===== src/source/frame_ctrl_pkg.sv =====
//##########################################################################
// Status word field positions, video setting widths and DDR port constants
//##########################################################################

package frame_ctrl_pkg;

    // Status word
    localparam int STATUS_W       = 64;
    localparam int OFFSET_W       = 4;

    localparam int HSIZE_EN_BIT   = 19;
    localparam int HSIZE_LSB      = 20;  // 4-bit scale
    localparam int HOFF_LSB       = 24;
    localparam int VOFF_LSB       = 28;
    localparam int SHMASK_LSB     = 32;  // 3-bit mask select
    localparam int SHMASK_2X_BIT  = 35;
    localparam int SHMASK_ROT_BIT = 36;
    localparam int DB15_BIT       = 37;
    localparam int FLIP_LSB       = 38;  // 2-bit framebuffer mode

    localparam int FLIP_MODE      = 2;

    // OSD menu and core mode
    localparam int MENUMASK_W     = 16;
    localparam int CORE_MOD_W     = 7;   // Bit 0 set for vertical games

    // DDR port
    localparam int DDR_DW         = 64;
    localparam int DDR_BEW        = DDR_DW / 8;
    localparam int DDR_BCW        = 8;

endpackage

===== src/source/frame_ctrl.sv =====
//##########################################################################
// Frame control top level with status decode, sync re-timing and DDR mux
//##########################################################################
`timescale 1ns/10ps

module frame_ctrl #(
    parameter int DDR_AW      = 29,
    parameter bit ROTATE_MENU = 1'b0
) (
    input  logic                                  clk_sys,
    input  logic                                  rst_n,
    // OSD configuration
    input  logic [frame_ctrl_pkg::STATUS_W-1:0]   status,
    input  logic [frame_ctrl_pkg::CORE_MOD_W-1:0] core_mod,
    input  logic                                  rotate,
    input  logic                                  direct_video,
    output logic [frame_ctrl_pkg::OFFSET_W-1:0]   hoffset,
    output logic [frame_ctrl_pkg::OFFSET_W-1:0]   voffset,
    output logic                                  hsize_enable,
    output logic [3:0]                            hsize_scale,
    output logic [2:0]                            shadowmask,
    output logic                                  shadowmask_2x,
    output logic                                  shadowmask_rot,
    output logic                                  db15_en,
    output logic                                  fb_flip,
    output logic [frame_ctrl_pkg::MENUMASK_W-1:0] status_menumask,
    // Game video sync
    input  logic                                  hs,
    input  logic                                  vs,
    input  logic                                  pxl_cen,
    output logic                                  hs_out,
    output logic                                  vs_out,
    // Fast loader
    input  logic                                  downloading,
    input  logic [frame_ctrl_pkg::DDR_BCW-1:0]    ld_burstcnt,
    input  logic [DDR_AW-1:0]                     ld_addr,
    input  logic                                  ld_rd,
    output logic                                  ld_busy,
    // Screen rotation
    input  logic [frame_ctrl_pkg::DDR_BCW-1:0]    rot_burstcnt,
    input  logic [DDR_AW-1:0]                     rot_addr,
    input  logic                                  rot_rd,
    input  logic                                  rot_we,
    input  logic [frame_ctrl_pkg::DDR_BEW-1:0]    rot_be,
    output logic                                  rot_busy,
    // DDR port
    input  logic                                  ddr_busy,
    input  logic                                  ddr_dout_ready,
    output logic [frame_ctrl_pkg::DDR_BCW-1:0]    ddr_burstcnt,
    output logic [DDR_AW-1:0]                     ddr_addr,
    output logic                                  ddr_rd,
    output logic                                  ddr_we,
    output logic [frame_ctrl_pkg::DDR_BEW-1:0]    ddr_be
);

    status_decode #(
        .ROTATE_MENU     ( ROTATE_MENU     )
    ) u_decode (
        .clk_sys         ( clk_sys         ),
        .rst_n           ( rst_n           ),
        .status          ( status          ),
        .core_mod        ( core_mod        ),
        .rotate          ( rotate          ),
        .direct_video    ( direct_video    ),
        .hoffset         ( hoffset         ),
        .voffset         ( voffset         ),
        .hsize_enable    ( hsize_enable    ),
        .hsize_scale     ( hsize_scale     ),
        .shadowmask      ( shadowmask      ),
        .shadowmask_2x   ( shadowmask_2x   ),
        .shadowmask_rot  ( shadowmask_rot  ),
        .db15_en         ( db15_en         ),
        .fb_flip         ( fb_flip         ),
        .status_menumask ( status_menumask )
    );

    // Offsets come from the decoder registers
    sync_resync u_resync (
        .clk_sys         ( clk_sys         ),
        .rst_n           ( rst_n           ),
        .pxl_cen         ( pxl_cen         ),
        .hs              ( hs              ),
        .vs              ( vs              ),
        .hoffset         ( hoffset         ),
        .voffset         ( voffset         ),
        .hs_out          ( hs_out          ),
        .vs_out          ( vs_out          )
    );

    ddr_port_mux #(
        .DDR_AW          ( DDR_AW          )
    ) u_ddrmux (
        .clk_sys         ( clk_sys         ),
        .rst_n           ( rst_n           ),
        .downloading     ( downloading     ),
        .ld_burstcnt     ( ld_burstcnt     ),
        .ld_addr         ( ld_addr         ),
        .ld_rd           ( ld_rd           ),
        .ld_busy         ( ld_busy         ),
        .rot_burstcnt    ( rot_burstcnt    ),
        .rot_addr        ( rot_addr        ),
        .rot_rd          ( rot_rd          ),
        .rot_we          ( rot_we          ),
        .rot_be          ( rot_be          ),
        .rot_busy        ( rot_busy        ),
        .ddr_busy        ( ddr_busy        ),
        .ddr_dout_ready  ( ddr_dout_ready  ),
        .ddr_burstcnt    ( ddr_burstcnt    ),
        .ddr_addr        ( ddr_addr        ),
        .ddr_rd          ( ddr_rd          ),
        .ddr_we          ( ddr_we          ),
        .ddr_be          ( ddr_be          )
    );

endmodule


===== src/source/ddr_port_mux.sv =====
//##########################################################################
// Shared DDR port between fast-load reader and rotation writer
//##########################################################################
`timescale 1ns/10ps

module ddr_port_mux #(
    parameter int DDR_AW = 29
) (
    input  logic                               clk_sys,
    input  logic                               rst_n,
    input  logic                               downloading,
    // Fast loader, read only
    input  logic [frame_ctrl_pkg::DDR_BCW-1:0] ld_burstcnt,
    input  logic [DDR_AW-1:0]                  ld_addr,
    input  logic                               ld_rd,
    output logic                               ld_busy,
    // Screen rotation
    input  logic [frame_ctrl_pkg::DDR_BCW-1:0] rot_burstcnt,
    input  logic [DDR_AW-1:0]                  rot_addr,
    input  logic                               rot_rd,
    input  logic                               rot_we,
    input  logic [frame_ctrl_pkg::DDR_BEW-1:0] rot_be,
    output logic                               rot_busy,
    // DDR side
    input  logic                               ddr_busy,
    input  logic                               ddr_dout_ready,
    output logic [frame_ctrl_pkg::DDR_BCW-1:0] ddr_burstcnt,
    output logic [DDR_AW-1:0]                  ddr_addr,
    output logic                               ddr_rd,
    output logic                               ddr_we,
    output logic [frame_ctrl_pkg::DDR_BEW-1:0] ddr_be
);

    import frame_ctrl_pkg::*;

    logic               ld_own;   // 1 while the loader holds the port
    logic [DDR_BCW-1:0] pending;  // Read beats still to come back
    logic               ld_acc;
    logic               rot_acc;
    logic               idle;

    assign ld_acc  = ld_own & ld_rd & ~ddr_busy;
    assign rot_acc = ~ld_own & rot_rd & ~ddr_busy;

    // A read accepted this cycle counts as pending
    assign idle = (pending == '0) & ~ddr_busy & ~ld_acc & ~rot_acc;

    always_ff @(posedge clk_sys or negedge rst_n) begin
        if (!rst_n) begin
            ld_own <= 1'b0;
        end else if (idle) begin
            ld_own <= downloading;
        end
    end

    always_ff @(posedge clk_sys or negedge rst_n) begin
        if (!rst_n) begin
            pending <= '0;
        end else if (ld_acc) begin
            pending <= ld_burstcnt;
        end else if (rot_acc) begin
            pending <= rot_burstcnt;
        end else if (ddr_dout_ready && pending != '0) begin
            pending <= pending - 1'b1;
        end
    end

    // Request steering from the current owner
    always_comb begin
        if (ld_own) begin
            ddr_burstcnt = ld_burstcnt;
            ddr_addr     = ld_addr;
            ddr_rd       = ld_rd;
            ddr_we       = 1'b0;
            ddr_be       = '1;
        end else begin
            ddr_burstcnt = rot_burstcnt;
            ddr_addr     = rot_addr;
            ddr_rd       = rot_rd;
            ddr_we       = rot_we;
            ddr_be       = rot_be;
        end
    end

    assign ld_busy  = ld_own ? ddr_busy : 1'b1;   // Locked out unless owner
    assign rot_busy = ld_own ? 1'b1 : ddr_busy;

endmodule


===== src/source/sync_resync.sv =====
//##########################################################################
// Sync re-timing with pixel delay for hsync and line delay for vsync
//##########################################################################
`timescale 1ns/10ps

module sync_resync (
    input  logic                                clk_sys,
    input  logic                                rst_n,
    input  logic                                pxl_cen,
    input  logic                                hs,
    input  logic                                vs,
    input  logic [frame_ctrl_pkg::OFFSET_W-1:0] hoffset,
    input  logic [frame_ctrl_pkg::OFFSET_W-1:0] voffset,
    output logic                                hs_out,
    output logic                                vs_out
);

    import frame_ctrl_pkg::*;

    localparam int TAPS = 1 << OFFSET_W;

    // Tap 0 is the live input, so only TAPS-1 stages are stored
    logic [TAPS-2:0] hs_dly;
    logic [TAPS-2:0] vs_dly;
    logic [TAPS-1:0] hs_next;
    logic [TAPS-1:0] vs_next;
    logic            hs_last;    // hs at the previous pixel tick
    logic            line_tick;

    assign hs_next   = {hs_dly, hs};
    assign vs_next   = {vs_dly, vs};
    assign line_tick = pxl_cen & hs & ~hs_last;  // Rising hs edge

    always_ff @(posedge clk_sys or negedge rst_n) begin
        if (!rst_n) begin
            hs_dly  <= '0;
            hs_last <= 1'b0;
            hs_out  <= 1'b0;
        end else if (pxl_cen) begin
            hs_dly  <= hs_next[TAPS-2:0];
            hs_last <= hs;
            hs_out  <= hs_next[hoffset];
        end
    end

    // Vertical delay counts whole lines
    always_ff @(posedge clk_sys or negedge rst_n) begin
        if (!rst_n) begin
            vs_dly <= '0;
            vs_out <= 1'b0;
        end else if (line_tick) begin
            vs_dly <= vs_next[TAPS-2:0];
            vs_out <= vs_next[voffset];
        end
    end

endmodule


===== src/source/status_decode.sv =====
//##########################################################################
// Registered OSD status decode into video settings and menu-hide mask
//##########################################################################
`timescale 1ns/10ps

module status_decode #(
    parameter bit ROTATE_MENU = 1'b0
) (
    input  logic                                 clk_sys,
    input  logic                                 rst_n,
    input  logic [frame_ctrl_pkg::STATUS_W-1:0]  status,
    input  logic [frame_ctrl_pkg::CORE_MOD_W-1:0] core_mod,
    input  logic                                 rotate,
    input  logic                                 direct_video,
    output logic [frame_ctrl_pkg::OFFSET_W-1:0]  hoffset,
    output logic [frame_ctrl_pkg::OFFSET_W-1:0]  voffset,
    output logic                                 hsize_enable,
    output logic [3:0]                           hsize_scale,
    output logic [2:0]                           shadowmask,
    output logic                                 shadowmask_2x,
    output logic                                 shadowmask_rot,
    output logic                                 db15_en,
    output logic                                 fb_flip,
    output logic [frame_ctrl_pkg::MENUMASK_W-1:0] status_menumask
);

    import frame_ctrl_pkg::*;

    logic [MENUMASK_W-1:0] menu_nxt;  // High hides the OSD item
    logic                  vertical;

    assign vertical = core_mod[0];

    always_comb begin
        menu_nxt    = '0;
        menu_nxt[0] = direct_video;
        menu_nxt[2] = ~status[HSIZE_EN_BIT];            // Scale entries
        menu_nxt[3] = status[SHMASK_LSB +: 3] == 3'd0;  // Mask filter entries
        if (ROTATE_MENU) begin
            menu_nxt[1] = 1'b1;
            menu_nxt[4] = ~vertical;  // Extra rotate options
        end else begin
            menu_nxt[1] = ~vertical;
            menu_nxt[4] = 1'b1;
        end
    end

    always_ff @(posedge clk_sys or negedge rst_n) begin
        if (!rst_n) begin
            hoffset         <= '0;
            voffset         <= '0;
            hsize_enable    <= 1'b0;
            hsize_scale     <= '0;
            shadowmask      <= '0;
            shadowmask_2x   <= 1'b0;
            shadowmask_rot  <= 1'b0;
            db15_en         <= 1'b0;
            fb_flip         <= 1'b0;
            status_menumask <= '0;
        end else begin
            hoffset         <= status[HOFF_LSB +: OFFSET_W];
            voffset         <= status[VOFF_LSB +: OFFSET_W];
            hsize_enable    <= status[HSIZE_EN_BIT];
            hsize_scale     <= status[HSIZE_LSB +: 4];
            shadowmask      <= status[SHMASK_LSB +: 3];
            shadowmask_2x   <= status[SHMASK_2X_BIT];
            // Vertical game on a rotated screen flips the mask orientation
            shadowmask_rot  <= status[SHMASK_ROT_BIT] ^ (vertical & rotate);
            db15_en         <= status[DB15_BIT];
            fb_flip         <= status[FLIP_LSB +: 2] == 2'(FLIP_MODE);
            status_menumask <= menu_nxt;
        end
    end

endmodule


===== config.mk =====
export PLATFORM = sky130hd
export DESIGN_NAME = frame_ctrl
export DESIGN_NICKNAME = d
export VERILOG_FILES = /design/src/source/frame_ctrl_pkg.sv /design/src/source/frame_ctrl.sv /design/src/source/ddr_port_mux.sv /design/src/source/sync_resync.sv /design/src/source/status_decode.sv
export SDC_FILE = /design/constraint.sdc
export NUM_CORES = 1
export LEC_CHECK = 0
export BUFFER_PORTS_ARGS = -buffer_cell sky130_fd_sc_hd__buf_2
export CAP_MARGIN = 20
export CORE_MARGIN = 3
export CORE_UTILIZATION = 40
export CTS_CLUSTER_DIAMETER = 30
export DETAILED_ROUTE_END_ITERATION = 6
export MAX_ROUTING_LAYER = met4
export PLACE_DENSITY = 0.82
export SYNTH_ARGS = -nofsm -noshare
export SYNTH_HDL_FRONTEND = slang
export SYNTH_SLANG_ARGS = --single-unit

===== constraint.sdc =====
create_clock -name clk_sys -period 4.45 [get_ports clk_sys]
set_input_delay 0.89 -clock clk_sys [delete_from_list [all_inputs] [get_ports clk_sys]]
set_output_delay 0.89 -clock clk_sys [all_outputs]
set_load 0.005 [all_outputs]

==> flow_summary_export.csv, run 1 <==
group,metric,value,unit
setup_path,ff2ff_setup_slack,1.91,ns
yosys,yosys_warnings,0,
final_layout,final_cell_area,4524,sq um
yosys,ys_ff_latch,66,
final_layout,final-seq-area,1653,sq um
setup_path,critPathKind,"register to output port",
floorplanning,core,7928,sq um
setup_path,critPathCaptureType,"output port",
clocking,cts-root-buf,"clkbuf_8",
timing,rsz0062_at_grt,"false",
setup_path,worst_r2r_endpoint,"u_ddrmux.pending[0]$_DFFE_PN0P_",
global_route,grt_max_degree,55,
timing,tns,0,ns
yosys,yosys_most_used_dff,"dfrtp_1",
timing,min_period,2.827,ns
clocking,clockBufferDepth,2,
route,viasPerCell,4.906,
timing,hold_viol,0,
route,wl_per_cell,14.99,um
final_layout,multi_input_area,1570,sq um
timing,clock.fmax,353.7,MHz
global_route,track_usage,18.62,%
final_layout,final_cell_mix,"buf_2 (192), mux2_2 (68), dfrtp_1 (65)",
setup_path,reg2reg_depth,4,
floorplanning,start_util,42.35,%
floorplanning,io_pins,253,
placement,hpwl,6652,um
global_route,overflow,0,
setup_path,path_buf_inv,1,
worst_hold_path,hp-class,"register to register",
clocking,post_cts_resized,0,
clocking,clock-sinks,66,
setup_path,cp.depth,2,
setup_path,cp_top_family,"flip-flops",
clocking,insertion_delay,0.33,ns
pwr,p_leak,2.275,nW
final_layout,syn_to_final_growth,34.77,%
timing,drv_slew,0,
clocking,cts_tree,"built",
final_layout,post_route_cells_drive_above_1_share,62.63,%
setup_path,crit_chain,"mux2_2, buf_2",
floorplanning,rows,32,
global_route,grt_pass1_wl,14150,um
yosys,synth_cell_types,39,
route,drc_errors,0,
global_route,antenna_found_initial,0,
setup_path,critPathLaunchType,"register",
floorplanning,die_w,97.61,um
global_route,grt_pass1_vias,2878,
yosys,netlist_instances,277,
yosys,synthArstFlopShare,100.0,%
timing,relSlewSlack,34.51,%
pwr,ir_drop,155.3,uV
setup_path,worst_path_max_delay_cell,"dfrtp_2",
floorplanning,die_height,97.61,um
final_layout,fillCellCount,685,
yosys,yosysSeqAreaShare,49.20,%
clocking,clk_pin_slew,0.07,ns
yosys,synth_area,3357,sq um
route,first_iter_violations,47,
yosys,postSynthAreaPerCell,12.12,sq um
route,ant_nets,0,
setup_path,critPathMaxFanout,54,
run,cap_violations,0,
timing,finClkSkew,0.005870,ns
timing,period_share,63.54,%
route,firstDrtPassIters,4,
route,vias,2811,
worst_hold_path,hold-path-endpoint,"u_resync.vs_out$_DFFE_PN0P_",
yosys,synth_edf_count,0,
placement,io_buffers,192,
clocking,cts_setup_buffers,0,
setup_path,slowest_delay,1.01,ns
status,status,"finished clean",
final_layout,layout_commonest_cell,"buf_2",
floorplanning,die-area,9528,sq um
placement,dpl_cell_area,4353,sq um
final_layout,diodes,0,
pwr,power_density,380.0,nW/um^2
clocking,numCtsBuffers,9,
timing,setup_viol,0,
placement,place_congestion,0.8340,
worst_hold_path,hold_depth,2,
clocking,cts_hold_buf,0,
setup_path,cp_data_required_time,3.56,ns
setup_path,worst_ep_arrival_time,1.94,ns
setup_path,r2r-start,"u_ddrmux.ld_own$_DFFE_PN0P_",
clocking,h-tree-depth,3,
worst_hold_path,hp-start,"u_resync.vs_out$_DFFE_PN0P_",
timing,worst_pin_slew,0.9823,ns
route,wl,8589,um
final_layout,fin_nets,634,
[power by group]
part | total, mW | leakage, nW | internal (mW) | switching, mW
clock | 0.439 | 0.0855 | 0.229 | 0.210
sequential | 0.851 | 0.792 | 0.735 | 0.116
combinational | 0.429 | 1.40 | 0.266 | 0.164
total | 1.72 | 2.28 | 1.23 | 0.490
[state kept, by name (all words and copies together), names as in the netlist]
register	flops
u_decode.hoffset	4
u_decode.hsize_enable	1
u_decode.hsize_scale	4
u_resync.vs_out	1
u_decode.shadowmask	3
u_decode.voffset	4
u_resync.vs_dly	15
u_decode.db15_en	1
u_decode.shadowmask_rot	1
u_ddrmux.ld_own	1
u_ddrmux.pending	8
u_resync.hs_out	1
u_resync.hs_dly	15
u_decode.shadowmask_2x	1
u_decode.fb_flip	1
u_decode.status_menumask	5
[stage by stage]
| step | hold WS [ns] | setup slack [ns] | cells | util, % | total power [mW] |
|---|---|---|---|---|---|
| finish | 0.5062 | 1.623 | 573 | 57.07 | 1.719 |
| detailed placement | 0.4848 | 1.678 | 558 | 54.91 | 1.291 |
| CTS | 0.5007 | 1.584 | 573 | 57.07 | 1.745 |
| floorplan | 0.4741 | 2.226 | 287 | - | 1.112 |
| global route | 0.5431 | 1.488 | 573 | 57.07 | 1.838 |
| global placement | 0.4840 | 1.709 | 558 | 54.91 | 1.261 |
[synth_stat cells (4+ instances only)]
| library cell | n | share of area, % |
|---|---|---|
| nand2_1 | 11 | 1.2 |
| inv_1 | 9 | 1.0 |
| o21ai_0 | 7 | 1.0 |
| mux4_2 | 6 | 4.0 |
| mux2i_1 | 5 | 1.5 |
| nor2b_1 | 4 | 0.75 |
| nor2_1 | 18 | 2.0 |
| clkbuf_1 | 11 | 1.2 |
| buf_4 | 11 | 2.5 |
| mux2_2 | 68 | 23 |
| dfrtp_1 | 66 | 49 |
| a21oi_1 | 9 | 1.3 |
| or2_2 | 9 | 1.7 |
| a31oi_1 | 5 | 0.93 |
[worst max path at each step]
stage / startpoint / endpoint / slack, ns
6_report: u_ddrmux.ld_own$_DFFE_PN0P_ / ddr_rd / 1.62
5_1_grt: u_ddrmux.ld_own$_DFFE_PN0P_ / ddr_rd / 1.49
4_1_cts: u_ddrmux.ld_own$_DFFE_PN0P_ / ddr_rd / 1.58
2_1_floorplan: pxl_cen / u_resync.vs_out$_DFFE_PN0P_ / 2.23
3_3_place_gp: pxl_cen / u_resync.vs_out$_DFFE_PN0P_ / 1.71
3_5_place_dp: pxl_cen / u_resync.vs_out$_DFFE_PN0P_ / 1.68
[cell type report]
class | instances | area share [%]
inverters | 9 | 0.7467
repair buffers | 193 | 21.40
clock inverters | 2 | 0.2765
multi-input cells | 188 | 34.71
flip-flops and latches | 66 | 36.53
clock buffers | 13 | 3.512
well taps | 102 | 2.821
[metal layers]
metal	up-vias	track usage (%)	share of wire [%]
li1	1342	-	-
met1	1362	21.59	40
met2	96	32.37	53
met3	11	5.025	5.5
met4	0	4.153	1.2
met5	-	-	0
[cells by family after synthesis]
| family | after synthesis | synth area share (%) |
|---|---|---|
| mux | 79 | 28.33 |
| flops | 66 | 49.20 |
| simple gates | 57 | 8.572 |
| compound gates | 34 | 6.858 |
| buf+inv | 33 | 5.143 |
| xor+xnor | 5 | 1.305 |
| other cells | 2 | 0.2237 |
| fa+ha+maj | 1 | 0.3727 |
[tightest hold or removal path: cells and delay by family (launching register included)]
family	cells	cell delay (ns)
AO/OA/AOI/OAI	1	0.07
AND/OR/NAND/NOR	1	0.05
flip-flops	1	0.34
No activity file was read; power rests on OpenSTA's default activity.
==> run 2: changes to the inputs <==
ABC_AREA = 1   (was not set)
PLACE_DENSITY = 0.81   (was 0.82)
clock period = 2.8 ns   (was 4.45 ns; I/O delays follow)
==> run 2 against run 1 <==
  * Critical path depth rose by 1
  * Register-to-register slack worse by 0.79 ns
  * Clock skew increased by 0.0024 ns
  * Final area up 4.2%
  * Sequential power grew 46%
  * Sequential share of layout area is 1.5 points lower
  * Setup slack lost 0.98 ns
  * Hold slack got worse by 0.40 ns
  * Non-clock buffer count rose by 2
  * Sequential cell count did not move
  * Global-route usage increased by 2.7 points
  * Critical endpoint is now ddr_be[1]
  * Largest power group is now combinational logic
==> flow_summary_export.csv, run 2 <==
group,metric,value,unit
status,status,"finished clean",
pwr,ir_drop,237.6,uV
yosys,synth_commonest_cells,"nand2_1 (252), dfrtp_1 (66), nand3_1 (39), inv_1 (36), o21ai_0 (22)",
global_route,grt_max_degree,54,
floorplanning,die_w,100.2,um
yosys,synth_area_leader_cell,"dfrtp_1",
clocking,h-tree-depth,3,
yosys,synth_edf_count,0,
clocking,cts_setup_buffers,0,
timing,clock.fmax,462.7,MHz
clocking,clock-sinks,66,
route,first_iter_violations,126,
yosys,synthArstFlopShare,100.0,%
global_route,overflow,0,
floorplanning,rows,33,
timing,finClkSkew,0.008249,ns
yosys,ys_ff_latch,66,
clocking,numCtsBuffers,9,
route,wl,10500,um
global_route,grt_pass1_vias,3796,
yosys,postSynthAreaPerCell,7.062,sq um
final_layout,fin_nets,858,
final_layout,final_cell_mix,"nand2_1 (252), buf_2 (192), dfrtp_1 (66)",
global_route,track_usage,21.28,%
yosys,synth_cell_types,28,
route,vias,3807,
timing,layout_setup_ws,0.6386,ns
global_route,antenna_found_initial,2,
pwr,p_leak,2.741,nW
final_layout,syn_to_final_growth,32.76,%
clocking,cts_tree,"built",
final_layout,largest_registers,"u_resync.hs_dly (15), u_resync.vs_dly (15), u_ddrmux.pending (8)",
floorplanning,start_util,42.17,%
yosys,yosys_warnings,0,
timing,rsz0062_at_grt,"false",
clocking,cts-root-buf,"clkbuf_8",
global_route,gr-usage-met1,21.89,%
worst_hold_path,hp-class,"primary input to async pin",
clocking,clockBufferDepth,2,
pwr,power_density,683.7,nW/um^2
yosys,netlist_instances,503,
setup_path,critPathLaunchType,"register",
global_route,grt-busiest-layer,"met2",
timing,drv_slew,0,
yosys,yosys_most_used_dff,"dfrtp_1",
timing,hold_viol,0,
route,ant_nets,0,
route,wl_per_cell,13.08,um
yosys,synth_area,3552,sq um
global_route,use_met2,38.33,%
timing,min_period,2.161,ns
floorplanning,core,8423,sq um
floorplanning,die-area,10050,sq um
global_route,gr-usage-met3,5.490,%
placement,place_congestion,0.9064,
yosys,synth_top_area_share,46.50,%
global_route,grt_pass1_wl,16740,um
placement,dpl_cell_area,4531,sq um
setup_path,worst_ep_arrival_time,1.60,ns
clocking,cts_hold_buf,0,
setup_path,critPathKind,"register to output port",
setup_path,critPathCaptureType,"output port",
clocking,insertion_delay,0.34,ns
clocking,post_cts_resized,0,
route,drc_errors,0,
setup_path,worst_r2r_endpoint,"u_ddrmux.pending[6]$_DFFE_PN0P_",
timing,tns,0,ns
floorplanning,io_pins,253,
placement,dp_worst_setup_slack,1.007,ns
final_layout,layout_commonest_cell,"nand2_1",
clocking,clk_pin_slew,0.07,ns
setup_path,r2r-start,"u_ddrmux.pending[0]$_DFFE_PN0P_",
yosys,synth_most_common_cell,"nand2_1",
route,firstDrtPassIters,7,
final_layout,final_cell_area,4716,sq um
timing,worst_pin_slew,0.6287,ns
run,cap_violations,0,
setup_path,critPathMaxFanout,44,
floorplanning,die_height,100.2,um
final_layout,post_route_cells_drive_above_1_share,33.76,%
route,viasPerCell,4.741,
placement,io_buffers,192,
timing,period_share,77.19,%
timing,relSlewSlack,58.09,%
yosys,ys_top_cells_by_area,"dfrtp_1 (46%), nand2_1 (27%), nand3_1 (5.5%)",
setup_path,cp_data_required_time,2.24,ns
timing,setup_viol,0,
setup_path,reg2reg_depth,11,
placement,hpwl,8380,um
yosys,yosysSeqAreaShare,46.50,%
setup_path,ff2ff_setup_slack,1.12,ns
run 2: how the worst max path moves through the flow:
stage / startpoint / endpoint / slack, ns / cells past startpoint
floorplan: u_ddrmux.ld_own$_DFFE_PN0P_ / ddr_be[5] / 1.20 / 3
global placement: u_ddrmux.ld_own$_DFFE_PN0P_ / ddr_be[0] / 1.03 / 3
detailed placement: u_ddrmux.ld_own$_DFFE_PN0P_ / ddr_be[0] / 1.01 / 3
CTS: u_ddrmux.ld_own$_DFFE_PN0P_ / ddr_be[0] / 0.62 / 3
global route: u_ddrmux.ld_own$_DFFE_PN0P_ / ddr_addr[3] / 0.50 / 4
finish: u_ddrmux.ld_own$_DFFE_PN0P_ / ddr_be[1] / 0.64 / 3
run 2: where the power goes:
| part | internal, mW | total, mW | switching [mW] |
|---|---|---|---|
| registers | 1.11 | 1.24 | 0.133 |
| clock network | 0.344 | 0.708 | 0.364 |
| logic | 0.517 | 1.27 | 0.757 |
run 2: kinds of logic (layout without fill, tap and decap cells):
group           after synthesis  count (layout)  share of synthesized area, %
xor+xnor                      1               1                        0.2466
buf+inv                      70             253                         9.334
fa+ha+maj                     1               1                        0.3522
other cells                   2              14                        0.2114
flops                        66              66                         46.50
simple gates                324             324                         37.23
compound gates               39              39                         6.129
run 2: cell type report:
class,instances,area [sq um]
well taps,105,131.4
repair buffers,195,983.4
diodes,2,5.005
inverters,42,157.7
multi-input cells,377,1607
clock buffers,10,137.6
fillers,825,3707
flip-flops and latches,66,1652
clock inverters,6,42.54
run 2: per-layer routing:
layer,wire length (um),vias to the layer above
li1,-,1901
met1,3789,1719
met2,5657,161
met3,718,26
met4,337,0
met5,0,-
run 2: worst max-delay path, stage by stage (launching register included):
cell and delay (ns):
dfrtp_1 0.48, buf_4 0.30, or2_2 0.34, buf_2 0.14
run 2: stage by stage:
step           std cells  power, mW  utilization [%]  hold slack (ns)
5_1_grt              803      3.506            55.99           0.1073
3_5_place_dp         785      2.534            53.79           0.4606
6_report             803      3.224            55.99           0.1086
3_3_place_gp         785      2.490            53.79           0.4580
4_1_cts              801      3.264            55.93          0.09808
2_1_floorplan        513      2.036                -           0.2644
